### src/design/llc_consts.svh
`ifndef LLC_CONSTS_SVH
`define LLC_CONSTS_SVH

// cache geometry
`define LLC_WAYS        4
`define LLC_SETS        16
`define LLC_SET_BITS    4
`define LLC_TAG_BITS    9
`define LLC_WAY_BITS    2
`define LINE_BITS       32

`define INVALID         1'b0
`define VALID           1'b1

`define INSTR           1'b0
`define DATA            1'b1

// word address fields
`define ADDR_SET_LSB    2
`define ADDR_TAG_LSB    6
`define ADDR_REGION_BIT 14  // instr region, also top tag bit
`define ADDR_CTRL_BIT   15  // write here starts a flush

`endif

### src/design/llc_pkg.sv
`default_nettype none
`include "llc_consts.svh"

package llc_pkg;

    typedef logic                        llc_state_t;
    typedef logic                        hprot_t;
    typedef logic [`LINE_BITS-1:0]       line_t;
    typedef logic [`LLC_TAG_BITS-1:0]    llc_tag_t;
    typedef logic [`LLC_SET_BITS-1:0]    llc_set_t;
    typedef logic [`LLC_WAY_BITS-1:0]    llc_way_t;

    // one way of one set, 44 bits
    typedef struct packed {
        llc_state_t state;
        hprot_t     hprot;
        logic       dirty;
        llc_tag_t   tag;
        line_t      line;
    } llc_entry_t;

    typedef struct packed {
        logic     write;
        logic     flush;
        hprot_t   hprot;
        llc_set_t set;
        llc_tag_t tag;
        line_t    line;  // write data
    } llc_req_t;

    // wishbone master to slave
    typedef struct packed {
        logic        cyc;
        logic        stb;
        logic        we;
        logic [31:0] adr;
        logic [31:0] dat;
    } wb_req_t;

    typedef struct packed {
        logic        ack;
        logic [31:0] dat;
    } wb_rsp_t;

endpackage

`default_nettype wire

### src/design/llc_wb_front.sv
`timescale 1ns/1ps
`default_nettype none
`include "llc_consts.svh"

module llc_wb_front
    import llc_pkg::*;
(
    input  wire          clk,
    input  wire          is_rst_to_resume,
    input  wire wb_req_t wb_req,
    input  wire          req_done,
    input  wire line_t   rsp_line,
    output wb_rsp_t      wb_rsp,
    output logic         req_valid,
    output llc_req_t     req
);

    logic        sel;
    logic        pending;  // request handed to controller
    logic        ack_q;
    logic [31:0] dat_q;

    assign sel = wb_req.cyc && wb_req.stb;
    assign req_valid = sel && !ack_q;  // master still holds stb in ack cycle
    assign wb_rsp = '{ack: ack_q, dat: dat_q};

    always_comb begin
        req.write = wb_req.we && !wb_req.adr[`ADDR_CTRL_BIT];
        req.flush = wb_req.we && wb_req.adr[`ADDR_CTRL_BIT];
        req.hprot = wb_req.adr[`ADDR_REGION_BIT] ? `INSTR : `DATA;
        req.set   = wb_req.adr[`ADDR_SET_LSB +: `LLC_SET_BITS];
        req.tag   = wb_req.adr[`ADDR_TAG_LSB +: `LLC_TAG_BITS];
        req.line  = wb_req.dat;
    end

    always_ff @(posedge clk) begin
        if (is_rst_to_resume) begin
            pending <= 1'b0;
            ack_q   <= 1'b0;
        end else begin
            ack_q <= req_done && pending && sel;  // single cycle ack
            if (req_done) begin
                pending <= 1'b0;
            end else if (req_valid) begin
                pending <= 1'b1;
            end
        end
    end

    always_ff @(posedge clk) begin
        if (req_done) begin
            dat_q <= rsp_line;
        end
    end

    // master must keep cyc/stb up until it has seen the ack
    ap_ack_in_cycle: assert property (@(posedge clk) disable iff (is_rst_to_resume)
        ack_q |-> sel);

endmodule

`default_nettype wire

### src/design/llc_ctrl.sv
`timescale 1ns/1ps
`default_nettype none
`include "llc_consts.svh"

module llc_ctrl
    import llc_pkg::*;
(
    input  wire             clk,
    input  wire             is_rst_to_resume,
    input  wire             req_valid,
    input  wire llc_req_t   req,
    input  wire llc_entry_t ways_buf [`LLC_WAYS],
    input  wire llc_way_t   evict_way_buf,
    input  wire             hit,
    input  wire llc_way_t   hit_way,
    input  wire             incr_rst_flush_stalled_set,
    output logic            req_done,
    output line_t           rsp_line,
    output llc_set_t        rd_set,
    output llc_set_t        cur_set,
    output logic            buf_load,
    output logic            buf_wr,
    output llc_way_t        buf_wr_way,
    output llc_entry_t      buf_wr_entry,
    output llc_way_t        update_evict_way_next,
    output logic            update_en,
    output logic            resume_rst,
    output logic            resume_flush,
    output logic            resume_req,
    output logic            update_evict_way,
    output llc_way_t        way
);

    typedef enum logic [3:0] {
        ST_RST, ST_IDLE,
        ST_REQ_SET, ST_REQ_LOAD, ST_REQ_EDIT, ST_REQ_UPD,
        ST_FL_READ, ST_FL_LOAD, ST_FL_UPD
    } ctrl_state_t;

    ctrl_state_t state;
    llc_req_t    req_q;
    llc_set_t    set_q;
    llc_way_t    way_q;
    logic        evict_upd_q;
    logic        last_set;

    assign last_set = set_q == llc_set_t'(`LLC_SETS - 1);

    always_ff @(posedge clk) begin
        if (is_rst_to_resume) begin
            state       <= ST_RST;
            set_q       <= '0;
            evict_upd_q <= 1'b0;
        end else begin
            case (state)
                ST_RST: if (incr_rst_flush_stalled_set) begin
                    set_q <= set_q + llc_set_t'(1);
                    if (last_set) state <= ST_IDLE;
                end
                ST_IDLE: if (req_valid) begin
                    state <= req.flush ? ST_FL_READ : ST_REQ_SET;
                    set_q <= req.flush ? '0 : req.set;
                end
                ST_REQ_SET:  state <= ST_REQ_LOAD;
                ST_REQ_LOAD: state <= ST_REQ_EDIT;
                ST_REQ_EDIT: begin
                    evict_upd_q <= !hit;  // pointer moves on allocation only
                    state       <= ST_REQ_UPD;
                end
                ST_REQ_UPD:  state <= ST_IDLE;
                ST_FL_READ:  state <= ST_FL_LOAD;
                ST_FL_LOAD:  state <= ST_FL_UPD;
                ST_FL_UPD: if (incr_rst_flush_stalled_set) begin
                    set_q <= set_q + llc_set_t'(1);
                    state <= last_set ? ST_IDLE : ST_FL_READ;
                end
                default: state <= ST_IDLE;
            endcase
        end
    end

    always_ff @(posedge clk) begin
        if (state == ST_IDLE && req_valid) begin
            req_q <= req;
        end
        if (state == ST_REQ_EDIT) begin
            way_q <= buf_wr_way;
        end
    end

    // hit keeps the way, miss takes the way under the eviction pointer
    always_comb begin
        buf_wr_way            = hit ? hit_way : evict_way_buf;
        buf_wr_entry          = ways_buf[buf_wr_way];
        update_evict_way_next = evict_way_buf;
        if (hit) begin
            if (req_q.write) begin
                buf_wr_entry.line  = req_q.line;
                buf_wr_entry.dirty = 1'b1;
            end
        end else begin
            buf_wr_entry.state    = `VALID;
            buf_wr_entry.hprot    = req_q.hprot;
            buf_wr_entry.dirty    = req_q.write;
            buf_wr_entry.tag      = req_q.tag;
            buf_wr_entry.line     = req_q.write ? req_q.line : '0;  // no backing memory
            update_evict_way_next = evict_way_buf + llc_way_t'(1);
        end
    end

    assign rd_set           = set_q;
    assign cur_set          = set_q;
    assign buf_load         = (state == ST_REQ_LOAD) || (state == ST_FL_LOAD);
    assign buf_wr           = state == ST_REQ_EDIT;
    assign resume_rst       = state == ST_RST;
    assign resume_flush     = state == ST_FL_UPD;
    assign resume_req       = state == ST_REQ_UPD;
    assign update_en        = resume_rst || resume_flush || resume_req;
    assign update_evict_way = evict_upd_q;
    assign way              = way_q;
    assign req_done         = resume_req || (resume_flush && last_set);
    assign rsp_line         = resume_req ? ways_buf[way_q].line : '0;

    // edited way holds the request tag by the time it is written back
    ap_req_hits_edit: assert property (@(posedge clk) disable iff (is_rst_to_resume)
        resume_req |-> hit && hit_way == way);

endmodule

`default_nettype wire

### src/design/llc_set_buf.sv
`timescale 1ns/1ps
`default_nettype none
`include "llc_consts.svh"

module llc_set_buf
    import llc_pkg::*;
(
    input  wire             clk,
    input  wire llc_entry_t rd_data [`LLC_WAYS],
    input  wire llc_way_t   rd_evict,
    input  wire             buf_load,
    input  wire             buf_wr,
    input  wire llc_way_t   buf_wr_way,
    input  wire llc_entry_t buf_wr_entry,
    input  wire llc_way_t   evict_next,
    input  wire llc_tag_t   req_tag,
    output llc_entry_t      ways_buf [`LLC_WAYS],
    output llc_way_t        evict_way_buf,
    output logic            hit,
    output llc_way_t        hit_way
);

    always_ff @(posedge clk) begin
        if (buf_load) begin
            ways_buf      <= rd_data;  // whole set from storage
            evict_way_buf <= rd_evict;
        end else if (buf_wr) begin
            ways_buf[buf_wr_way] <= buf_wr_entry;
            evict_way_buf        <= evict_next;
        end
    end

    // parallel tag compare, lowest way wins
    always_comb begin
        hit     = 1'b0;
        hit_way = '0;
        for (int w = `LLC_WAYS - 1; w >= 0; w--) begin
            if (ways_buf[w].state == `VALID && ways_buf[w].tag == req_tag) begin
                hit     = 1'b1;
                hit_way = llc_way_t'(w);
            end
        end
    end

endmodule

`default_nettype wire

### src/design/llc_update.sv
`timescale 1ns/1ps
`default_nettype none
`include "llc_consts.svh"

module llc_update
    import llc_pkg::*;
(
    input  wire                  update_en,
    input  wire                  resume_rst,
    input  wire                  resume_flush,
    input  wire                  resume_req,
    input  wire                  update_evict_way,
    input  wire llc_entry_t      ways_buf [`LLC_WAYS],
    input  wire llc_way_t        evict_way_buf,
    input  wire llc_way_t        way,
    output logic                 wr_en,
    output logic                 wr_en_evict_way,
    output llc_entry_t           wr_data,
    output llc_way_t             wr_data_evict_way,
    output logic [`LLC_WAYS-1:0] wr_rst_flush,
    output logic                 incr_rst_flush_stalled_set
);

    always_comb begin
        wr_en                      = 1'b0;
        wr_en_evict_way            = 1'b0;
        wr_rst_flush               = '0;
        wr_data                    = '0;
        wr_data.state              = `INVALID;
        wr_data_evict_way          = '0;
        incr_rst_flush_stalled_set = 1'b0;
        if (update_en) begin
            if (resume_rst) begin
                wr_rst_flush               = {`LLC_WAYS{1'b1}};  // all ways, pointer to 0
                wr_en_evict_way            = 1'b1;
                incr_rst_flush_stalled_set = 1'b1;
            end else if (resume_flush) begin
                incr_rst_flush_stalled_set = 1'b1;
                for (int w = 0; w < `LLC_WAYS; w++) begin
                    if (ways_buf[w].state == `VALID && ways_buf[w].hprot == `DATA) begin
                        wr_rst_flush[w] = 1'b1;  // instr lines survive
                    end
                end
            end else if (resume_req) begin
                wr_en             = 1'b1;
                wr_data           = ways_buf[way];
                wr_data_evict_way = evict_way_buf;
                wr_en_evict_way   = update_evict_way;
            end
        end
    end

    // a request writes back only a line that the edit made valid
    ap_req_wr_valid: assert final (!wr_en || wr_data.state == `VALID);

endmodule

`default_nettype wire

### src/design/llc_way_mem.sv
`timescale 1ns/1ps
`default_nettype none
`include "llc_consts.svh"

module llc_way_mem
    import llc_pkg::*;
#(
    parameter type payload_t = llc_entry_t,
    parameter int  NUM_WAYS  = `LLC_WAYS,
    localparam int WAY_W     = (NUM_WAYS > 1) ? $clog2(NUM_WAYS) : 1
) (
    input  wire                clk,
    input  wire llc_set_t      rd_set,
    input  wire llc_set_t      wr_set,
    input  wire                wr_en,
    input  wire [WAY_W-1:0]    wr_way,
    input  wire [NUM_WAYS-1:0] wr_mask,
    input  wire payload_t      wr_data,
    output payload_t           rd_data [NUM_WAYS]
);

    payload_t mem [`LLC_SETS][NUM_WAYS];

    // one read and one write per cycle, read returns old data on collision
    always_ff @(posedge clk) begin
        for (int w = 0; w < NUM_WAYS; w++) begin
            if (wr_mask[w] || (wr_en && wr_way == WAY_W'(w))) begin
                mem[wr_set][w] <= wr_data;
            end
            rd_data[w] <= mem[rd_set][w];
        end
    end

endmodule

`default_nettype wire

### src/design/llc_top.sv
`timescale 1ns/1ps
`default_nettype none
`include "llc_consts.svh"

module llc_top
    import llc_pkg::*;
(
    input  wire          clk,
    input  wire          is_rst_to_resume,
    input  wire wb_req_t wb_req,
    output wb_rsp_t      wb_rsp
);

    logic                 req_valid;
    llc_req_t             req;
    logic                 req_done;
    line_t                rsp_line;
    llc_set_t             rd_set;
    llc_set_t             cur_set;
    logic                 buf_load;
    logic                 buf_wr;
    llc_way_t             buf_wr_way;
    llc_entry_t           buf_wr_entry;
    llc_way_t             update_evict_way_next;
    logic                 update_en;
    logic                 resume_rst;
    logic                 resume_flush;
    logic                 resume_req;
    logic                 update_evict_way;
    llc_way_t             way;
    llc_entry_t           ways_buf [`LLC_WAYS];
    llc_way_t             evict_way_buf;
    logic                 hit;
    llc_way_t             hit_way;
    logic                 wr_en;
    logic                 wr_en_evict_way;
    llc_entry_t           wr_data;
    llc_way_t             wr_data_evict_way;
    logic [`LLC_WAYS-1:0] wr_rst_flush;
    logic                 incr_rst_flush_stalled_set;
    llc_entry_t           rd_data [`LLC_WAYS];
    llc_way_t             evict_rd [1];

    llc_wb_front llc_wb_front_inst (
        .clk, .is_rst_to_resume, .wb_req, .req_done, .rsp_line,
        .wb_rsp, .req_valid, .req
    );

    llc_ctrl llc_ctrl_inst (
        .clk, .is_rst_to_resume, .req_valid, .req, .ways_buf, .evict_way_buf,
        .hit, .hit_way, .incr_rst_flush_stalled_set,
        .req_done, .rsp_line, .rd_set, .cur_set, .buf_load, .buf_wr, .buf_wr_way,
        .buf_wr_entry, .update_evict_way_next, .update_en, .resume_rst,
        .resume_flush, .resume_req, .update_evict_way, .way
    );

    llc_set_buf llc_set_buf_inst (
        .clk, .rd_data, .rd_evict(evict_rd[0]), .buf_load, .buf_wr, .buf_wr_way,
        .buf_wr_entry, .evict_next(update_evict_way_next), .req_tag(req.tag),
        .ways_buf, .evict_way_buf, .hit, .hit_way
    );

    llc_update llc_update_inst (
        .update_en, .resume_rst, .resume_flush, .resume_req, .update_evict_way,
        .ways_buf, .evict_way_buf, .way,
        .wr_en, .wr_en_evict_way, .wr_data, .wr_data_evict_way, .wr_rst_flush,
        .incr_rst_flush_stalled_set
    );

    llc_way_mem #(.payload_t(llc_entry_t), .NUM_WAYS(`LLC_WAYS)) entry_mem_inst (
        .clk, .rd_set, .wr_set(cur_set), .wr_en, .wr_way(way), .wr_mask(wr_rst_flush),
        .wr_data, .rd_data
    );

    // eviction pointer, one slot per set
    llc_way_mem #(.payload_t(llc_way_t), .NUM_WAYS(1)) evict_mem_inst (
        .clk, .rd_set, .wr_set(cur_set), .wr_en(wr_en_evict_way), .wr_way(1'b0),
        .wr_mask(1'b0), .wr_data(wr_data_evict_way), .rd_data(evict_rd)
    );

endmodule

`default_nettype wire

### config.mk
export PLATFORM = sky130hd
export DESIGN_NAME = llc_top
export DESIGN_NICKNAME = d
export VERILOG_FILES = /design/src/design/llc_pkg.sv /design/src/design/llc_wb_front.sv /design/src/design/llc_ctrl.sv /design/src/design/llc_set_buf.sv /design/src/design/llc_update.sv /design/src/design/llc_way_mem.sv /design/src/design/llc_top.sv
export VERILOG_INCLUDE_DIRS = /design/src /design/src/design
export SDC_FILE = /design/constraint.sdc
export NUM_CORES = 2
export LEC_CHECK = 0
export BUFFER_PORTS_ARGS = -buffer_cell sky130_fd_sc_hd__buf_2
export CORE_ASPECT_RATIO = 1.1
export CORE_MARGIN = 1.5
export CORE_UTILIZATION = 35
export CTS_BUF_LIST = sky130_fd_sc_hd__clkbuf_16
export DETAILED_ROUTE_END_ITERATION = 16
export PLACE_DENSITY = 0.49
export SETUP_SLACK_MARGIN = 0.1
export SLEW_MARGIN = 20
export SYNTH_ARGS = -nofsm -noshare
export SYNTH_HDL_FRONTEND = slang
export SYNTH_HIERARCHICAL = 1
export SYNTH_SLANG_ARGS = --single-unit
### constraint.sdc
create_clock -name clk -period 7.9 [get_ports clk]
set_clock_uncertainty 0.1 [all_clocks]
set_input_delay 0.395 -clock clk [delete_from_list [all_inputs] [get_ports clk]]
set_output_delay 0.395 -clock clk [all_outputs]
set_load 0.05 [all_outputs]
---- Word level (Yosys, flattened, before mapping) ----
Memories as Yosys holds them, arrays and structs flattened. A register that Yosys moved wholly into a read port is not among the register bits.
Index checks and enable logic that the tools add are counted.
word-level totals
  input bits .............................. 69
  register bits ........................... 266
  bits in writable memories ............... 2,848
  memories kept ........................... 2
operators by class
  add/sub/neg operators ................... 2
  $lt $le $gt $ge ......................... 3
  reductions and logical operators ........ 41
  bitwise operators ....................... 2
  equal/unequal tests ..................... 22
  mux-type cells .......................... 78
memories
  name                depth  bits a word  rd ports  clocked after memory_dff  write ports  line               source
  entry_mem_inst.mem  16     176          1         1                         1            llc_way_mem.sv:22  payload_t mem [`LLC_SETS][NUM_WAYS];
  evict_mem_inst.mem  16     2            1         1                         1            llc_way_mem.sv:22
operators with widths
  cell                                                             count
  44-bit two-way mux                                               9
  176-bit two-way mux                                              2
  44-bit binary-select mux with 2-bit select                       2
  176-bit bitwise mux                                              1
  32-bit two-way mux                                               3
  44-bit demux with 2-bit select                                   1
  4-bit two-way mux                                                10
  9-bit == test                                                    4
  1-bit two-way mux                                                32
  4-bit case mux with 8 select lines                               1
  2-bit two-way mux                                                13
  1-bit logical AND                                                21
  4-bit by 3-bit == test with 1-bit output, second input constant  4
  9-bit two-way mux                                                1
  4-bit by 2-bit == test with 1-bit output, second input constant  2
  4-bit == test, second input constant                             2
  1-bit logical OR                                                 8
  2-bit inequality test, second input constant                     4
  4-bit case mux with 2 select lines                               1
  3-bit greater-or-equal comparator, second input constant         2
  3-bit two-way mux                                                2
  2-bit NOT with 3-bit output                                      2
  4-bit by 1-bit adder with 4-bit output, second input constant    1
  2-bit == test, second input constant                             2
  13 further kinds                                                 18

---- Depth between registers and ports, before layout ----
  word-level depth ........................ 16
  gate-level depth with buffers ........... 15
  gate-level depth less buffers ........... 12

---- Cells and area by module ----
Netlist, hierarchy kept.
by module, submodules not included
  module                        instances  area each (sq um)  sequential area each (sq um)  cells an instance
  llc_way_mem (entry_mem_inst)  1          109,886.6          88,084.5                      4,709
  llc_set_buf                   1          7,888.8            5,345.1                       688
  llc_ctrl                      1          4,813.4            1,531.5                       439
  llc_update                    1          1,480.2            0.0                           117
  llc_wb_front                  1          1,415.1            1,001.0                       90
  llc_way_mem (evict_mem_inst)  1          1,395.1            1,001.0                       81
  llc_top                       1          3.8                0.0                           1

---- Least setup slack after synthesis ----
Ideal clock, no wire load.
  kind .................................... input to register
  start ................................... in wb_req[40] (netlist bit)
  end ..................................... reg llc_set_buf_inst/ways_buf[132] (netlist name)
  library setup time ...................... 455 ps
  cell stages on the path ................. 15
  data required time ...................... 7,345 ps
  path slack .............................. 2,655 ps
  arrival ................................. 4,690 ps
  cells stage by stage .................... buf_4 -> buf_4 -> xnor2_1 -> nand4_1 -> nor3_1 -> nor2_1 -> nand2_1 -> mux2i_2 -> inv_2 -> buf_6 -> buf_6 -> or2_1 -> clkbuf_1 -> clkbuf_1 -> o21bai_1
RTL lines
  element          line           source
  start, declared  llc_top.sv:10  input wire wb_req_t wb_req,

==> impl_metrics.ini <==
[cts]
htree_num_levels = 5
cts_made_buffers = 331
path_clk_slew_ns = 0.06
cts_tree = yes
worstSkewPairLatency_ns = 0.88
cts_root_buf = clkbuf_16
post_cts_buffers = 0
clock_sinks = 3220
cts_buffer_depth = 4

[synth]
synth_cells = 6004
synth.avg_cell_area_um2 = 20.69
syn-cell-area_um2 = 124200
yosysWarnings = 6

[run]
drv_cap = 0

[floorplan]
coreArea_um2 = 353300
die_w_um = 571.0
initial_core_util_pct = 35.15
rows = 229
die_area_um2 = 358400
io_pins = 102
die_h_um = 627.8

[global_routing]
grt_start_max_net_pins = 114
grt_pass1_wl_um = 491600
grt_pass1_vias = 62610
gr-total-overflow = 0
antenna_found_initial = 31
grt.total_usage_pct = 19.51

[routing]
drt_drc_violations_left = 0
drt_iter0_markers = 6249
ant_nets = 0
dr_total_vias = 61310
vias_per_cell = 5.438
first_pass_iters = 5
wirelength_um = 353300
wl_per_cell_um = 31.34

[setup_path]
slowest_delay_ns = 0.63
critical_path.max_fanout = 50
endpoint_kind = flop
cp-start-kind = flop
crit_chain = xnor2_1, nand4_1, nor3_1, nor2_1, nand2_1, buf_4, mux2i_2, inv_4, nand2b_2, buf_4, o21bai_4, buf_4
rrSetupSlack_ns = 2.94
required_ns = 8.28
worstSetupPathType = reg -> reg
worst-path-buf-inv = 4
slowest_stage = buf_4
crit_family = buffers and inverters
arrival_ns = 5.34
cp_common_cell = buf_4

[sta]
fmax_mhz = 201.8
slew_viol_final = 0
min_period_over_period_pct = 62.73
setup_tns_ns = 0
relSlewSlack_pct = 25.16
worst_pin_slew_ns = 1.123
timing.hold.ws_ns = 0.1380
setup_viol = 0
hold_viol_final = 0
finalWorstSetupSlack_ns = 2.944
fin_crit_ns = 4.956
rsz0062_at_grt = no

[worst_hold_path]
hold_class = in -> reg

[pwr]
power_mw = 46.39
p_leak_nw = 39.51
peakVddDrop_mv = 0.2611
power_density_nw_per_um2 = 327.7

[finish]
drive_gt1_share_pct = 26.29
final_common_cell = edfxtp_1
layout.nets = 6337
final_cell_mix = edfxtp_1, mux4_2, nand2_1, clkbuf_16, a22oi_1
design_area_um2 = 141600
syn_to_final_growth_pct = 13.99

[placement]
post_dp_cell_area_um2 = 130600
dp_hpwl_um = 203200
place_congestion = 0.8161
place_ws_ns = 2.730
io_buffers = 83

[outcome]
status = finished, final reports clean
[path summary, 6_finish.rpt]
| check | start | endpoint | cells past startpoint |
|---|---|---|---|
| setup / recovery | llc_set_buf_inst/ways_buf[164] | llc_set_buf_inst/ways_buf[60] | 12 |
| hold / removal | wb_req[22] | llc_ctrl_inst/req_q[22] | 2 |
| setup reg to reg | llc_set_buf_inst/ways_buf[164] | llc_set_buf_inst/ways_buf[60] | 12 |
| hold reg to reg | entry_mem_inst/rd_data[138] | llc_set_buf_inst/ways_buf[138] | 2 |
[sequential cells by signal, summed over array words and instances, names as in the netlist]
name / count
entry_mem_inst/mem: 2752
entry_mem_inst/rd_data: 172
evict_mem_inst/mem: 32
evict_mem_inst/rd_data: 2
llc_ctrl_inst/cur_set: 4
llc_ctrl_inst/req_q: 43
llc_ctrl_inst/state: 4
llc_ctrl_inst/update_evict_way: 1
llc_ctrl_inst/way: 2
llc_set_buf_inst/evict_way_buf: 2
llc_set_buf_inst/ways_buf: 172
llc_wb_front_inst/ack_q: 1
llc_wb_front_inst/dat_q: 32
llc_wb_front_inst/pending: 1
[power breakdown]
group	internal [mW]	total (mW)	switching (mW)
Combinational	3.42	9.03	5.61
Sequential	21.0	22.2	1.18
Clock	8.66	15.2	6.50
[per-layer routing]
layer	GRT usage (%)	share of wire, %	vias to the layer above	wire, um
met3	2.888	6.0	361	21230
met4	3.680	1.6	4	5797
met1	27.72	44	33820	155500
met5	0	0.0074	-	26
met2	32.00	48	1912	170800
li1	-	-	25210	-
[metrics by stage]
stage	util, %	instances
after floorplan	-	6008
after global placement	36.96	10610
after detailed placement	36.97	10620
after CTS	40.07	11270
after global routing	40.07	11270
final	40.07	11280
[area by class of cell]
type / count / area (um^2)
Fill cell: 31370 / 211700
Multi-Input combinational cell: 2360 / 27690
Tap cell: 4735 / 5924
Clock buffer: 339 / 8483
Sequential cell: 3220 / 94860
Inverter: 22 / 85.08
Timing Repair Buffer: 332 / 2610
Clock inverter: 263 / 1911
Antenna cell: 4 / 10.01
[timing repair]
item                                   4_1_cts  5_1_grt
hold buffers                                54        0
endpoints found under the hold margin       54        0
setup endpoints to repair                    0        0
resized for setup                            0        0
(Power assumes the default switching activity.)
